## config.mk

```make
export PLATFORM = sky130hd
export DESIGN_NAME = sj_video_top
export DESIGN_NICKNAME = d
export VERILOG_FILES = /design/src/design/sj_pkg.sv /design/src/design/sj_video_top.sv /design/src/design/sj_apb_regs.sv /design/src/design/sj_priority_mixer.sv /design/src/design/sj_palette_out.sv
export SDC_FILE = /design/constraint.sdc
export NUM_CORES = 2
export LEC_CHECK = 0
export ABC_AREA = 1
export BUFFER_PORTS_ARGS = -buffer_cell sky130_fd_sc_hd__buf_2
export CAP_MARGIN = 20
export CELL_PAD_IN_SITES_DETAIL_PLACEMENT = 1
export CELL_PAD_IN_SITES_GLOBAL_PLACEMENT = 1
export CORE_MARGIN = 2
export CORE_UTILIZATION = 50
export DETAILED_ROUTE_END_ITERATION = 10
export PLACE_DENSITY_LB_ADDON = 0.1
export SYNTH_ARGS = -nofsm -noshare
export SYNTH_HDL_FRONTEND = slang
export SYNTH_SLANG_ARGS = --single-unit
export TNS_END_PERCENT = 10
```

## constraint.sdc

```tcl
create_clock -name V_BLANK -period 2.69 [get_ports V_BLANK]
set_clock_uncertainty 0.05 [all_clocks]
set_input_delay 0.1345 -clock V_BLANK [delete_from_list [all_inputs] [get_ports V_BLANK]]
set_output_delay 0.1345 -clock V_BLANK [all_outputs]
set_load 0.02 [all_outputs]
```

## src/design/sj_pkg.sv

```systemverilog
// Shared types and a 10-bit byte address map; sj_inputs_t expects active-high controls
`default_nettype none

package sj_pkg;

	// ========================================================================
	// Pixel side
	// ========================================================================
	typedef struct packed {
		logic [2:0] sn1;	// Tilemap 1 pixel
		logic [2:0] sn2;	// Tilemap 2 pixel
		logic [2:0] sn3;	// Tilemap 3 pixel
		logic [3:0] ob;		// Sprite pixel, bit 3 is extra colour
	} sj_layer_pix_t;

	typedef struct packed {
		logic [2:0] md1;
		logic [2:0] md2;
		logic [2:0] md3;
		logic [1:0] md0;	// Sprite colour code
	} sj_colour_codes_t;

	// A sprite index carries a 4-bit pixel, a tile index only 3
	typedef struct packed {
		logic [1:0] md0;
		logic [3:0] pix;
	} sj_pal_obj_t;

	typedef struct packed {
		logic [2:0] md;
		logic [2:0] pix;
	} sj_pal_tile_t;

	typedef union packed {
		sj_pal_obj_t  obj;
		sj_pal_tile_t tile;
	} sj_pal_index_u;

	typedef enum logic [1:0] {
		LAYER_OBJ = 2'd0,
		LAYER_TM1 = 2'd1,
		LAYER_TM2 = 2'd2,
		LAYER_TM3 = 2'd3
	} sj_layer_e;

	typedef struct packed {
		logic [2:0] red;
		logic [2:0] green;
		logic [2:0] blue;
	} sj_rgb_t;

	// ========================================================================
	// CPU side
	// ========================================================================
	typedef enum logic [2:0] {
		RAM_NONE = 3'b000,
		RAM_PRIO = 3'b001,	// Priority table
		RAM_PAL  = 3'b010	// Palette bytes
	} sj_ram_sel_e;

	typedef struct packed {
		logic        we;
		logic [7:0]  addr;
		logic [7:0]  wdata;
		sj_ram_sel_e sel;
	} sj_ram_req_t;

	typedef struct packed {
		logic       right;
		logic       left;
		logic       up;
		logic       down;
		logic       shoot;
		logic       shoot2;
		logic       start1p;
		logic       start2p;
		logic       coina;
		logic       coinb;
		logic       service;
		logic [7:0] dip1;
	} sj_inputs_t;

	localparam logic [9:0] ADDR_PRIO_BASE = 10'h000;	// 256 entries
	localparam logic [9:0] ADDR_PAL_BASE  = 10'h100;	// 128 bytes
	localparam logic [9:0] ADDR_MD12      = 10'h200;
	localparam logic [9:0] ADDR_MD3       = 10'h201;
	localparam logic [9:0] ADDR_PRIORITY  = 10'h202;
	localparam logic [9:0] ADDR_IN0       = 10'h208;
	localparam logic [9:0] ADDR_DSWA      = 10'h20A;
	localparam logic [9:0] ADDR_IN3       = 10'h20B;
	localparam logic [9:0] ADDR_IN4       = 10'h20C;

endpackage

`default_nettype wire
```

## src/design/sj_video_top.sv

```systemverilog
// Pixel path has no back-pressure; pixels reach rgb_o four enabled cycles after sampling
`default_nettype none

module sj_video_top #(
	parameter int APB_ADDR_W = 10
) (
	input  wire logic                    V_BLANK,
	input  wire logic                    EXROM2,
	input  wire logic [APB_ADDR_W-1:0]   paddr_i,
	input  wire logic                    psel_i,
	input  wire logic                    penable_i,
	input  wire logic                    pwrite_i,
	input  wire logic [7:0]              pwdata_i,
	output logic [7:0]                   prdata_o,
	output logic                         pready_o,
	output logic                         pslverr_o,
	input  wire logic                    pix_ce_i,
	input  wire sj_pkg::sj_layer_pix_t   layer_pix_i,
	input  wire logic                    blank_i,
	input  wire sj_pkg::sj_inputs_t      inputs_i,
	output sj_pkg::sj_rgb_t              rgb_o
);

	import sj_pkg::*;

	sj_ram_req_t      ram_req;
	sj_colour_codes_t colour_codes;
	logic [4:0]       priority_ctrl;
	logic [3:0]       prio_rdata;
	logic [7:0]       pal_rdata;
	sj_pal_index_u    pal_index;
	logic             mix_blank;	// Blank aligned with pal_index

	// ========================================================================
	// Register decode, priority lookup, palette output
	// ========================================================================
	sj_apb_regs #(
		.APB_ADDR_W (APB_ADDR_W)
	) u_regs (
		.V_BLANK         (V_BLANK),
		.EXROM2          (EXROM2),
		.paddr_i         (paddr_i),
		.psel_i          (psel_i),
		.penable_i       (penable_i),
		.pwrite_i        (pwrite_i),
		.pwdata_i        (pwdata_i),
		.inputs_i        (inputs_i),
		.prio_rdata_i    (prio_rdata),
		.pal_rdata_i     (pal_rdata),
		.prdata_o        (prdata_o),
		.pready_o        (pready_o),
		.pslverr_o       (pslverr_o),
		.ram_req_o       (ram_req),
		.colour_codes_o  (colour_codes),
		.priority_ctrl_o (priority_ctrl)
	);

	sj_priority_mixer u_mixer (
		.V_BLANK         (V_BLANK),
		.EXROM2          (EXROM2),
		.pix_ce_i        (pix_ce_i),
		.layer_pix_i     (layer_pix_i),
		.blank_i         (blank_i),
		.colour_codes_i  (colour_codes),
		.priority_ctrl_i (priority_ctrl),
		.ram_req_i       (ram_req),
		.prio_rdata_o    (prio_rdata),
		.pal_index_o     (pal_index),
		.blank_o         (mix_blank)
	);

	sj_palette_out u_palette (
		.V_BLANK     (V_BLANK),
		.EXROM2      (EXROM2),
		.pix_ce_i    (pix_ce_i),
		.pal_index_i (pal_index),
		.blank_i     (mix_blank),
		.ram_req_i   (ram_req),
		.pal_rdata_o (pal_rdata),
		.rgb_o       (rgb_o)
	);

endmodule

`default_nettype wire

```

## src/design/sj_apb_regs.sv

```systemverilog
// APB_ADDR_W must be at least 10 and upper address bits must be zero; RAM reads take one wait state
`default_nettype none

module sj_apb_regs #(
	parameter int APB_ADDR_W = 10
) (
	input  wire logic                   V_BLANK,
	input  wire logic                   EXROM2,
	input  wire logic [APB_ADDR_W-1:0]  paddr_i,
	input  wire logic                   psel_i,
	input  wire logic                   penable_i,
	input  wire logic                   pwrite_i,
	input  wire logic [7:0]             pwdata_i,
	input  wire sj_pkg::sj_inputs_t     inputs_i,
	input  wire logic [3:0]             prio_rdata_i,
	input  wire logic [7:0]             pal_rdata_i,
	output logic [7:0]                  prdata_o,
	output logic                        pready_o,
	output logic                        pslverr_o,
	output sj_pkg::sj_ram_req_t         ram_req_o,
	output sj_pkg::sj_colour_codes_t    colour_codes_o,
	output logic [4:0]                  priority_ctrl_o
);

	import sj_pkg::*;

	logic [9:0] addr10;
	logic       hi_zero;
	logic       prio_hit;
	logic       pal_hit;
	logic       md12_hit;
	logic       md3_hit;
	logic       pri_hit;
	logic       in_hit;
	logic       mapped;
	logic       ram_rd;
	logic       acc_first;	// First access cycle of a transfer
	logic       wait_q;		// RAM read waiting for data
	logic [7:0] rd_data;

	// ========================================================================
	// Address decode
	// ========================================================================
	assign addr10  = paddr_i[9:0];
	assign hi_zero = ((paddr_i >> 10) == '0);

	always_comb begin
		prio_hit = hi_zero && (addr10[9:8] == ADDR_PRIO_BASE[9:8]);
		pal_hit  = hi_zero && (addr10[9:7] == ADDR_PAL_BASE[9:7]);
		md12_hit = hi_zero && (addr10 == ADDR_MD12);
		md3_hit  = hi_zero && (addr10 == ADDR_MD3);
		pri_hit  = hi_zero && (addr10 == ADDR_PRIORITY);
		in_hit   = hi_zero && ((addr10 == ADDR_IN0) || (addr10 == ADDR_IN3) ||
			(addr10 == ADDR_IN4) || (addr10 == ADDR_DSWA));
		mapped   = prio_hit || pal_hit || md12_hit || md3_hit || pri_hit || in_hit;
	end

	assign ram_rd    = !pwrite_i && (prio_hit || pal_hit);
	assign acc_first = psel_i && penable_i && !wait_q;

	assign pready_o  = psel_i && penable_i && (!ram_rd || wait_q);
	assign pslverr_o = pready_o && (!mapped || (pwrite_i && in_hit));

	// ========================================================================
	// RAM access routing
	// ========================================================================
	always_comb begin
		ram_req_o.we    = pwrite_i;
		ram_req_o.addr  = addr10[7:0];	// Palette byte offset sits in 6:0
		ram_req_o.wdata = pwdata_i;
		ram_req_o.sel   = RAM_NONE;
		if (acc_first && prio_hit)
			ram_req_o.sel = RAM_PRIO;
		else if (acc_first && pal_hit)
			ram_req_o.sel = RAM_PAL;
	end

	// ========================================================================
	// Control registers
	// ========================================================================
	always_ff @(posedge V_BLANK or negedge EXROM2) begin
		if (!EXROM2) begin
			colour_codes_o  <= '0;
			priority_ctrl_o <= '0;
			wait_q          <= 1'b0;
		end else begin
			wait_q <= acc_first && ram_rd;
			if (acc_first && pwrite_i) begin
				if (md12_hit) begin
					colour_codes_o.md1 <= pwdata_i[2:0];
					colour_codes_o.md2 <= pwdata_i[6:4];	// Bank bits dropped
				end
				if (md3_hit) begin
					colour_codes_o.md3 <= pwdata_i[2:0];
					colour_codes_o.md0 <= pwdata_i[5:4];
				end
				if (pri_hit)
					priority_ctrl_o <= pwdata_i[4:0];
			end
		end
	end

	// ========================================================================
	// Read data
	// ========================================================================
	always_comb begin
		rd_data = 8'h00;
		if (prio_hit)
			rd_data = {4'b0000, prio_rdata_i};
		else if (pal_hit)
			rd_data = pal_rdata_i;
		else if (md12_hit)
			rd_data = {1'b0, colour_codes_o.md2, 1'b0, colour_codes_o.md1};
		else if (md3_hit)
			rd_data = {2'b00, colour_codes_o.md0, 1'b0, colour_codes_o.md3};
		else if (pri_hit)
			rd_data = {3'b000, priority_ctrl_o};
		else if (hi_zero && (addr10 == ADDR_IN0))
			rd_data = {2'b10, inputs_i.shoot2, inputs_i.shoot, inputs_i.up,
				inputs_i.down, inputs_i.right, inputs_i.left};
		else if (hi_zero && (addr10 == ADDR_IN3))
			rd_data = {inputs_i.start2p, inputs_i.start1p, inputs_i.coina,
				inputs_i.coinb, 4'b0000};
		else if (hi_zero && (addr10 == ADDR_IN4))
			rd_data = {3'b111, inputs_i.service, 4'b0000};
		else if (hi_zero && (addr10 == ADDR_DSWA))
			rd_data = ~inputs_i.dip1;	// Switch on reads as 0
	end

	assign prdata_o = rd_data;

	// ========================================================================
	// Protocol checks
	// ========================================================================
	property p_enable_after_select;
		@(posedge V_BLANK) disable iff (!EXROM2)
		penable_i |-> $past(psel_i);
	endproperty
	a_enable_after_select: assert property (p_enable_after_select);

	property p_addr_stable_in_wait;
		@(posedge V_BLANK) disable iff (!EXROM2)
		(psel_i && penable_i && !pready_o) |=> $stable(paddr_i);
	endproperty
	a_addr_stable_in_wait: assert property (p_addr_stable_in_wait);

endmodule

`default_nettype wire

```

## src/design/sj_priority_mixer.sv

```systemverilog
// Priority table is undefined until written; control registers are sampled live each pixel
`default_nettype none

module sj_priority_mixer (
	input  wire logic                      V_BLANK,
	input  wire logic                      EXROM2,
	input  wire logic                      pix_ce_i,
	input  wire sj_pkg::sj_layer_pix_t     layer_pix_i,
	input  wire logic                      blank_i,
	input  wire sj_pkg::sj_colour_codes_t  colour_codes_i,
	input  wire logic [4:0]                priority_ctrl_i,
	input  wire sj_pkg::sj_ram_req_t       ram_req_i,
	output logic [3:0]                     prio_rdata_o,
	output sj_pkg::sj_pal_index_u          pal_index_o,
	output logic                           blank_o
);

	import sj_pkg::*;

	logic [3:0]    prio_tab [256];
	logic [7:0]    tab_addr;
	logic [3:0]    tab_entry;
	sj_layer_e     layer_sel;
	sj_layer_e     layer_q;		// Winning layer of stage 1
	sj_layer_pix_t pix_q;
	logic          blank_q;
	sj_pal_index_u pal_next;

	// ========================================================================
	// Stage 1: table lookup
	// ========================================================================
	assign tab_addr = {priority_ctrl_i[3:0], |layer_pix_i.sn3, |layer_pix_i.sn2,
		|layer_pix_i.sn1, |layer_pix_i.ob[2:0]};
	assign tab_entry = prio_tab[tab_addr];
	assign layer_sel = sj_layer_e'(priority_ctrl_i[4] ? tab_entry[3:2] : tab_entry[1:0]);

	// CPU port of the table
	always_ff @(posedge V_BLANK) begin
		if (ram_req_i.sel == RAM_PRIO) begin
			if (ram_req_i.we)
				prio_tab[ram_req_i.addr] <= ram_req_i.wdata[3:0];
			prio_rdata_o <= prio_tab[ram_req_i.addr];
		end
	end

	// ========================================================================
	// Stage 2: palette index
	// ========================================================================
	always_comb begin
		pal_next = '0;
		case (layer_q)
			LAYER_OBJ: begin
				pal_next.obj.md0 = colour_codes_i.md0;
				pal_next.obj.pix = pix_q.ob;	// Full 4 bits for sprites
			end
			LAYER_TM1: begin
				pal_next.tile.md  = colour_codes_i.md1;
				pal_next.tile.pix = pix_q.sn1;
			end
			LAYER_TM2: begin
				pal_next.tile.md  = colour_codes_i.md2;
				pal_next.tile.pix = pix_q.sn2;
			end
			default: begin
				pal_next.tile.md  = colour_codes_i.md3;
				pal_next.tile.pix = pix_q.sn3;
			end
		endcase
	end

	always_ff @(posedge V_BLANK) begin
		if (pix_ce_i) begin
			layer_q     <= layer_sel;
			pix_q       <= layer_pix_i;
			pal_index_o <= pal_next;
		end
	end

	always_ff @(posedge V_BLANK or negedge EXROM2) begin
		if (!EXROM2) begin
			blank_q <= 1'b0;
			blank_o <= 1'b0;
		end else if (pix_ce_i) begin
			blank_q <= blank_i;
			blank_o <= blank_q;		// Stays beside pal_index
		end
	end

	a_pix_known: assert property (@(posedge V_BLANK) disable iff (!EXROM2)
		pix_ce_i |-> !$isunknown(layer_pix_i));

endmodule

`default_nettype wire

```

## src/design/sj_palette_out.sv

```systemverilog
// Palette is undefined until written; odd byte writes only load the ninth-bit latch
`default_nettype none

module sj_palette_out (
	input  wire logic                   V_BLANK,
	input  wire logic                   EXROM2,
	input  wire logic                   pix_ce_i,
	input  wire sj_pkg::sj_pal_index_u  pal_index_i,
	input  wire logic                   blank_i,
	input  wire sj_pkg::sj_ram_req_t    ram_req_i,
	output logic [7:0]                  pal_rdata_o,
	output sj_pkg::sj_rgb_t             rgb_o
);

	import sj_pkg::*;

	logic [8:0] pal_ram [64];
	logic       hi_latch_q;		// Bit 8 for the next even write
	logic       pal_sel;
	logic [5:0] cpu_entry;
	logic [5:0] pal_addr;
	logic [8:0] pal_q;
	logic       blank_q;

	assign pal_sel   = (ram_req_i.sel == RAM_PAL);
	assign cpu_entry = ram_req_i.addr[6:1];
	assign pal_addr  = pal_index_i;	// Either view is the same 6-bit word

	// ========================================================================
	// CPU byte access
	// ========================================================================
	always_ff @(posedge V_BLANK or negedge EXROM2) begin
		if (!EXROM2)
			hi_latch_q <= 1'b0;
		else if (pal_sel && ram_req_i.we && ram_req_i.addr[0])
			hi_latch_q <= ram_req_i.wdata[0];
	end

	always_ff @(posedge V_BLANK) begin
		if (pal_sel) begin
			if (ram_req_i.we && !ram_req_i.addr[0])
				pal_ram[cpu_entry] <= {hi_latch_q, ram_req_i.wdata};
			if (ram_req_i.addr[0])
				pal_rdata_o <= {7'b0000000, pal_ram[cpu_entry][8]};
			else
				pal_rdata_o <= pal_ram[cpu_entry][7:0];
		end
		if (pix_ce_i)
			pal_q <= pal_ram[pal_addr];		// Stage 3 lookup
	end

	// ========================================================================
	// Stage 4: inverted RGB with blanking
	// ========================================================================
	always_ff @(posedge V_BLANK or negedge EXROM2) begin
		if (!EXROM2) begin
			blank_q <= 1'b0;
			rgb_o   <= '0;
		end else if (pix_ce_i) begin
			blank_q <= blank_i;
			if (blank_q) begin
				rgb_o <= '0;
			end else begin
				rgb_o.red   <= ~pal_q[8:6];
				rgb_o.green <= ~pal_q[5:3];
				rgb_o.blue  <= ~pal_q[2:0];
			end
		end
	end

	a_blank_black: assert property (@(posedge V_BLANK) disable iff (!EXROM2)
		(pix_ce_i && $past(pix_ce_i && blank_i)) |=> (rgb_o == '0));

endmodule

`default_nettype wire

```

==> results.toml <==
[outcome]
status = "finished, violations left"
violations = "negative setup slack"

[clock_tree]
clockBufferDepth = 3
cts_num_sinks = 1672
clkTransAtPathRegs_ns = 0.07
cts_buffers = 182
cts_tree = "done"
htreeDepth = 4
cts-root-buf = "clkbuf_16"
insertion_delay_ns = 0.88

[floorplan]
fp.dieArea_um2 = 167000
die_h_um = 409
initial_core_util_pct = 50.3
rows = 148
dieWidth_um = 409
core_um2 = 163000
ios = 76

[routing]
vias = 74300
vias_per_cell = 6.53
routed_wl_um = 356000
firstDrtPassIters = 6
drt-initial-drc-count = 10300
drc = 0
wl_per_cell_um = 31.3
postRouteAntennaNets = 0

[global_route]
overflow = 0
grt_max_degree = 115
antenna_found_initial = 17
grt_pass1_wl_um = 514000
grt_usage_pct = 41.8
grt_pass1_vias = 76400

[setup_path]
end_kind = "register"
startpoint = "u_mixer.pal_index_o[3]$_DFFE_PP_"
crit_arrival_ns = 3.42
critPathRequiredTime_ns = 3.27
crit_fanout = 15
worst_setup_path_start_kind = "register"
r2r_start = "u_mixer.pal_index_o[3]$_DFFE_PP_"
path_class = "reg2reg"

[timing]
setup_viol = 57
slew_viol_final = 0
fmax_ghz = 0.352
period_needed_ns = 2.84
setup_ws_ns = -0.153
whs_ns = 0.00556
slew_headroom_pct = 31.2
worst_pin_slew_ns = 1.03
rsz0062_at_grt = "yes"
final_hold_viol_count = 0
finalCritPeriodShare_pct = 106

[place]
dp_hpwl_um = 238000
place_congestion = 0.977
portBuffers = 75
dpl-instance-area_um2 = 90800

[logic_synthesis]
synthCells = 8566
synth.distinct_cells = 43
synth_edf_count = 1642
synth_top_flop_cell = "edfxtp_1"
yosys_register_bits = 1672
yosysWarnings = 0
yosysSeqAreaShare_pct = 61.1
syn_area_um2 = 81900
synth_nets = 8623
synth_area_per_cell_um2 = 9.56
async_flop_share_pct = 1.79

[finish]
final_common_cell = "edfxtp_1"
area_growth_pct = 19.6
layout_common_cells = "edfxtp_1, nand2_1, nand3_1"
postLayoutCellArea_um2 = 98000
layout-drive-gt1-share_pct = 14.1
final_nets = 9107

[power]
vdd_ir_drop_max_mv = 0.669
pwr_density_cell_nw_per_um2 = 636
leakage_nw = 38.0

[job]
maxCapViolCount = 0

[min_path]
hold_class = "in2reg"
min_from = "paddr_i[9]"
[Yosys cell counts, drive strengths merged (14+ instances only)]
cell     number  share of area [%]
edfxtp     1642                 60
nand2      1318                6.0
nand3      1273                7.8
inv        1139                5.2
o21ai       764                4.7
nor2        662                3.1
o22ai       533                4.1
clkbuf      402                1.8
buf         218                1.2
a21oi       119               0.73
nand4       112               0.86
o211ai       96               0.88
a221oi       62               0.66
a22oi        58               0.53
dfrtp        30               0.92
o221ai       20               0.21
nor3         18               0.13
a211oi       16               0.15
o2111ai      14               0.15
[logic make-up (layout without fill, tap and decap cells)]
logic type	Yosys count	in the layout	share of synthesized area (%)
DFF	1672	1672	61.1
and+or+nand+nor	3384	3384	17.9
AOI/OAI and AO/OA	1744	1744	12.7
other	0	9	0
buffers and inverters	1766	2391	8.30
[through the flow]
step / TNS, ns / instances / setup slack, ns / total power, mW / utilization, %
floorplan: 0 / 8566 / 0.560 / 32.2 / -
global placement: -1.48 / 11000 / -0.316 / 35.8 / 55.8
detailed placement: -1.92 / 11000 / -0.355 / 35.9 / 55.8
CTS: -0.0401 / 11400 / -0.0229 / 61.9 / 59.9
global route: -5.38 / 11400 / -0.137 / 63.4 / 60.2
finish: -2.69 / 11400 / -0.153 / 62.3 / 60.2
[path summary, 6_finish.rpt]
path	end	slack (ns)	depth (start not counted)
min reg2reg	u_palette.rgb_o[0]$_DFFE_PN0P_	0.37	1
min in group asynchronous	u_palette.rgb_o[0]$_DFFE_PN0P_	0.32	4
max reg2reg	u_palette.pal_q[0]$_DFFE_PP_	-0.15	8
max	u_palette.pal_q[0]$_DFFE_PP_	-0.15	8
min	u_regs.colour_codes_o[4]$_DFFE_PN0P_	0.006	5
max in group asynchronous	u_regs.priority_ctrl_o[0]$_DFFE_PN0P_	2.06	4
[power breakdown]
group          total (mW)  switching [mW]  internal (mW)
logic                7.16            4.92           2.24
registers            28.8          0.0886           28.7
clock network        26.4            11.0           15.4
total                62.3            16.0           46.3
[critical path, stage by stage (launching register included)]
cell      delay [ns]
edfxtp_1        0.65
inv_1           0.35
buf_4           0.35
o21ai_1         0.15
o22ai_1         0.09
o211ai_1        0.51
buf_4           0.23
nand2_2         0.07
buf_6           0.13
[metal layers]
metal / GRT usage, % / part of all wire [%] / up-vias
met5: 0 / 0.023 / -
met4: 30.3 / 8.1 / 10
met3: 7.62 / 9.7 / 1291
met2: 65.9 / 46 / 4792
met1: 51.8 / 36 / 37000
li1: - / - / 31200
[flip-flops by register name, indices dropped and copies added (netlist names)]
signal                  flops
u_mixer.prio_tab         1024
u_palette.pal_ram         576
u_mixer.pix_q              13
u_regs.colour_codes_o      11
u_palette.pal_q             9
u_palette.rgb_o             9
u_palette.pal_rdata_o       8
u_mixer.pal_index_o         6
u_regs.priority_ctrl_o      5
u_mixer.prio_rdata_o        4
u_mixer.layer_q             2
u_mixer.blank_o             1
u_mixer.blank_q             1
u_palette.blank_q           1
u_palette.hi_latch_q        1
u_regs.wait_q               1
[what timing repair did]
item | 4_1_cts | 5_1_grt
pin swaps | 2 | 6
endpoints found under the setup margin | 11 | 265
gates resized for setup | 19 | 143
hold endpoints to repair | 1200 | 0
gates cloned | 0 | 4
hold buffers | 48 | 0
setup buffers | 3 | 6
[final cells by class]
class | instances | area, um2
Inverter | 1146 | 4360
Antenna cell | 9 | 22.5
Fill cell | 17700 | 64700
Clock inverter | 106 | 1270
Multi-Input combinational cell | 5128 | 25600
Tap cell | 2175 | 2720
Clock buffer | 219 | 4850
Timing Repair Buffer | 920 | 9150
Sequential cell | 1672 | 50100
Power figures use the tool's default switching activity.
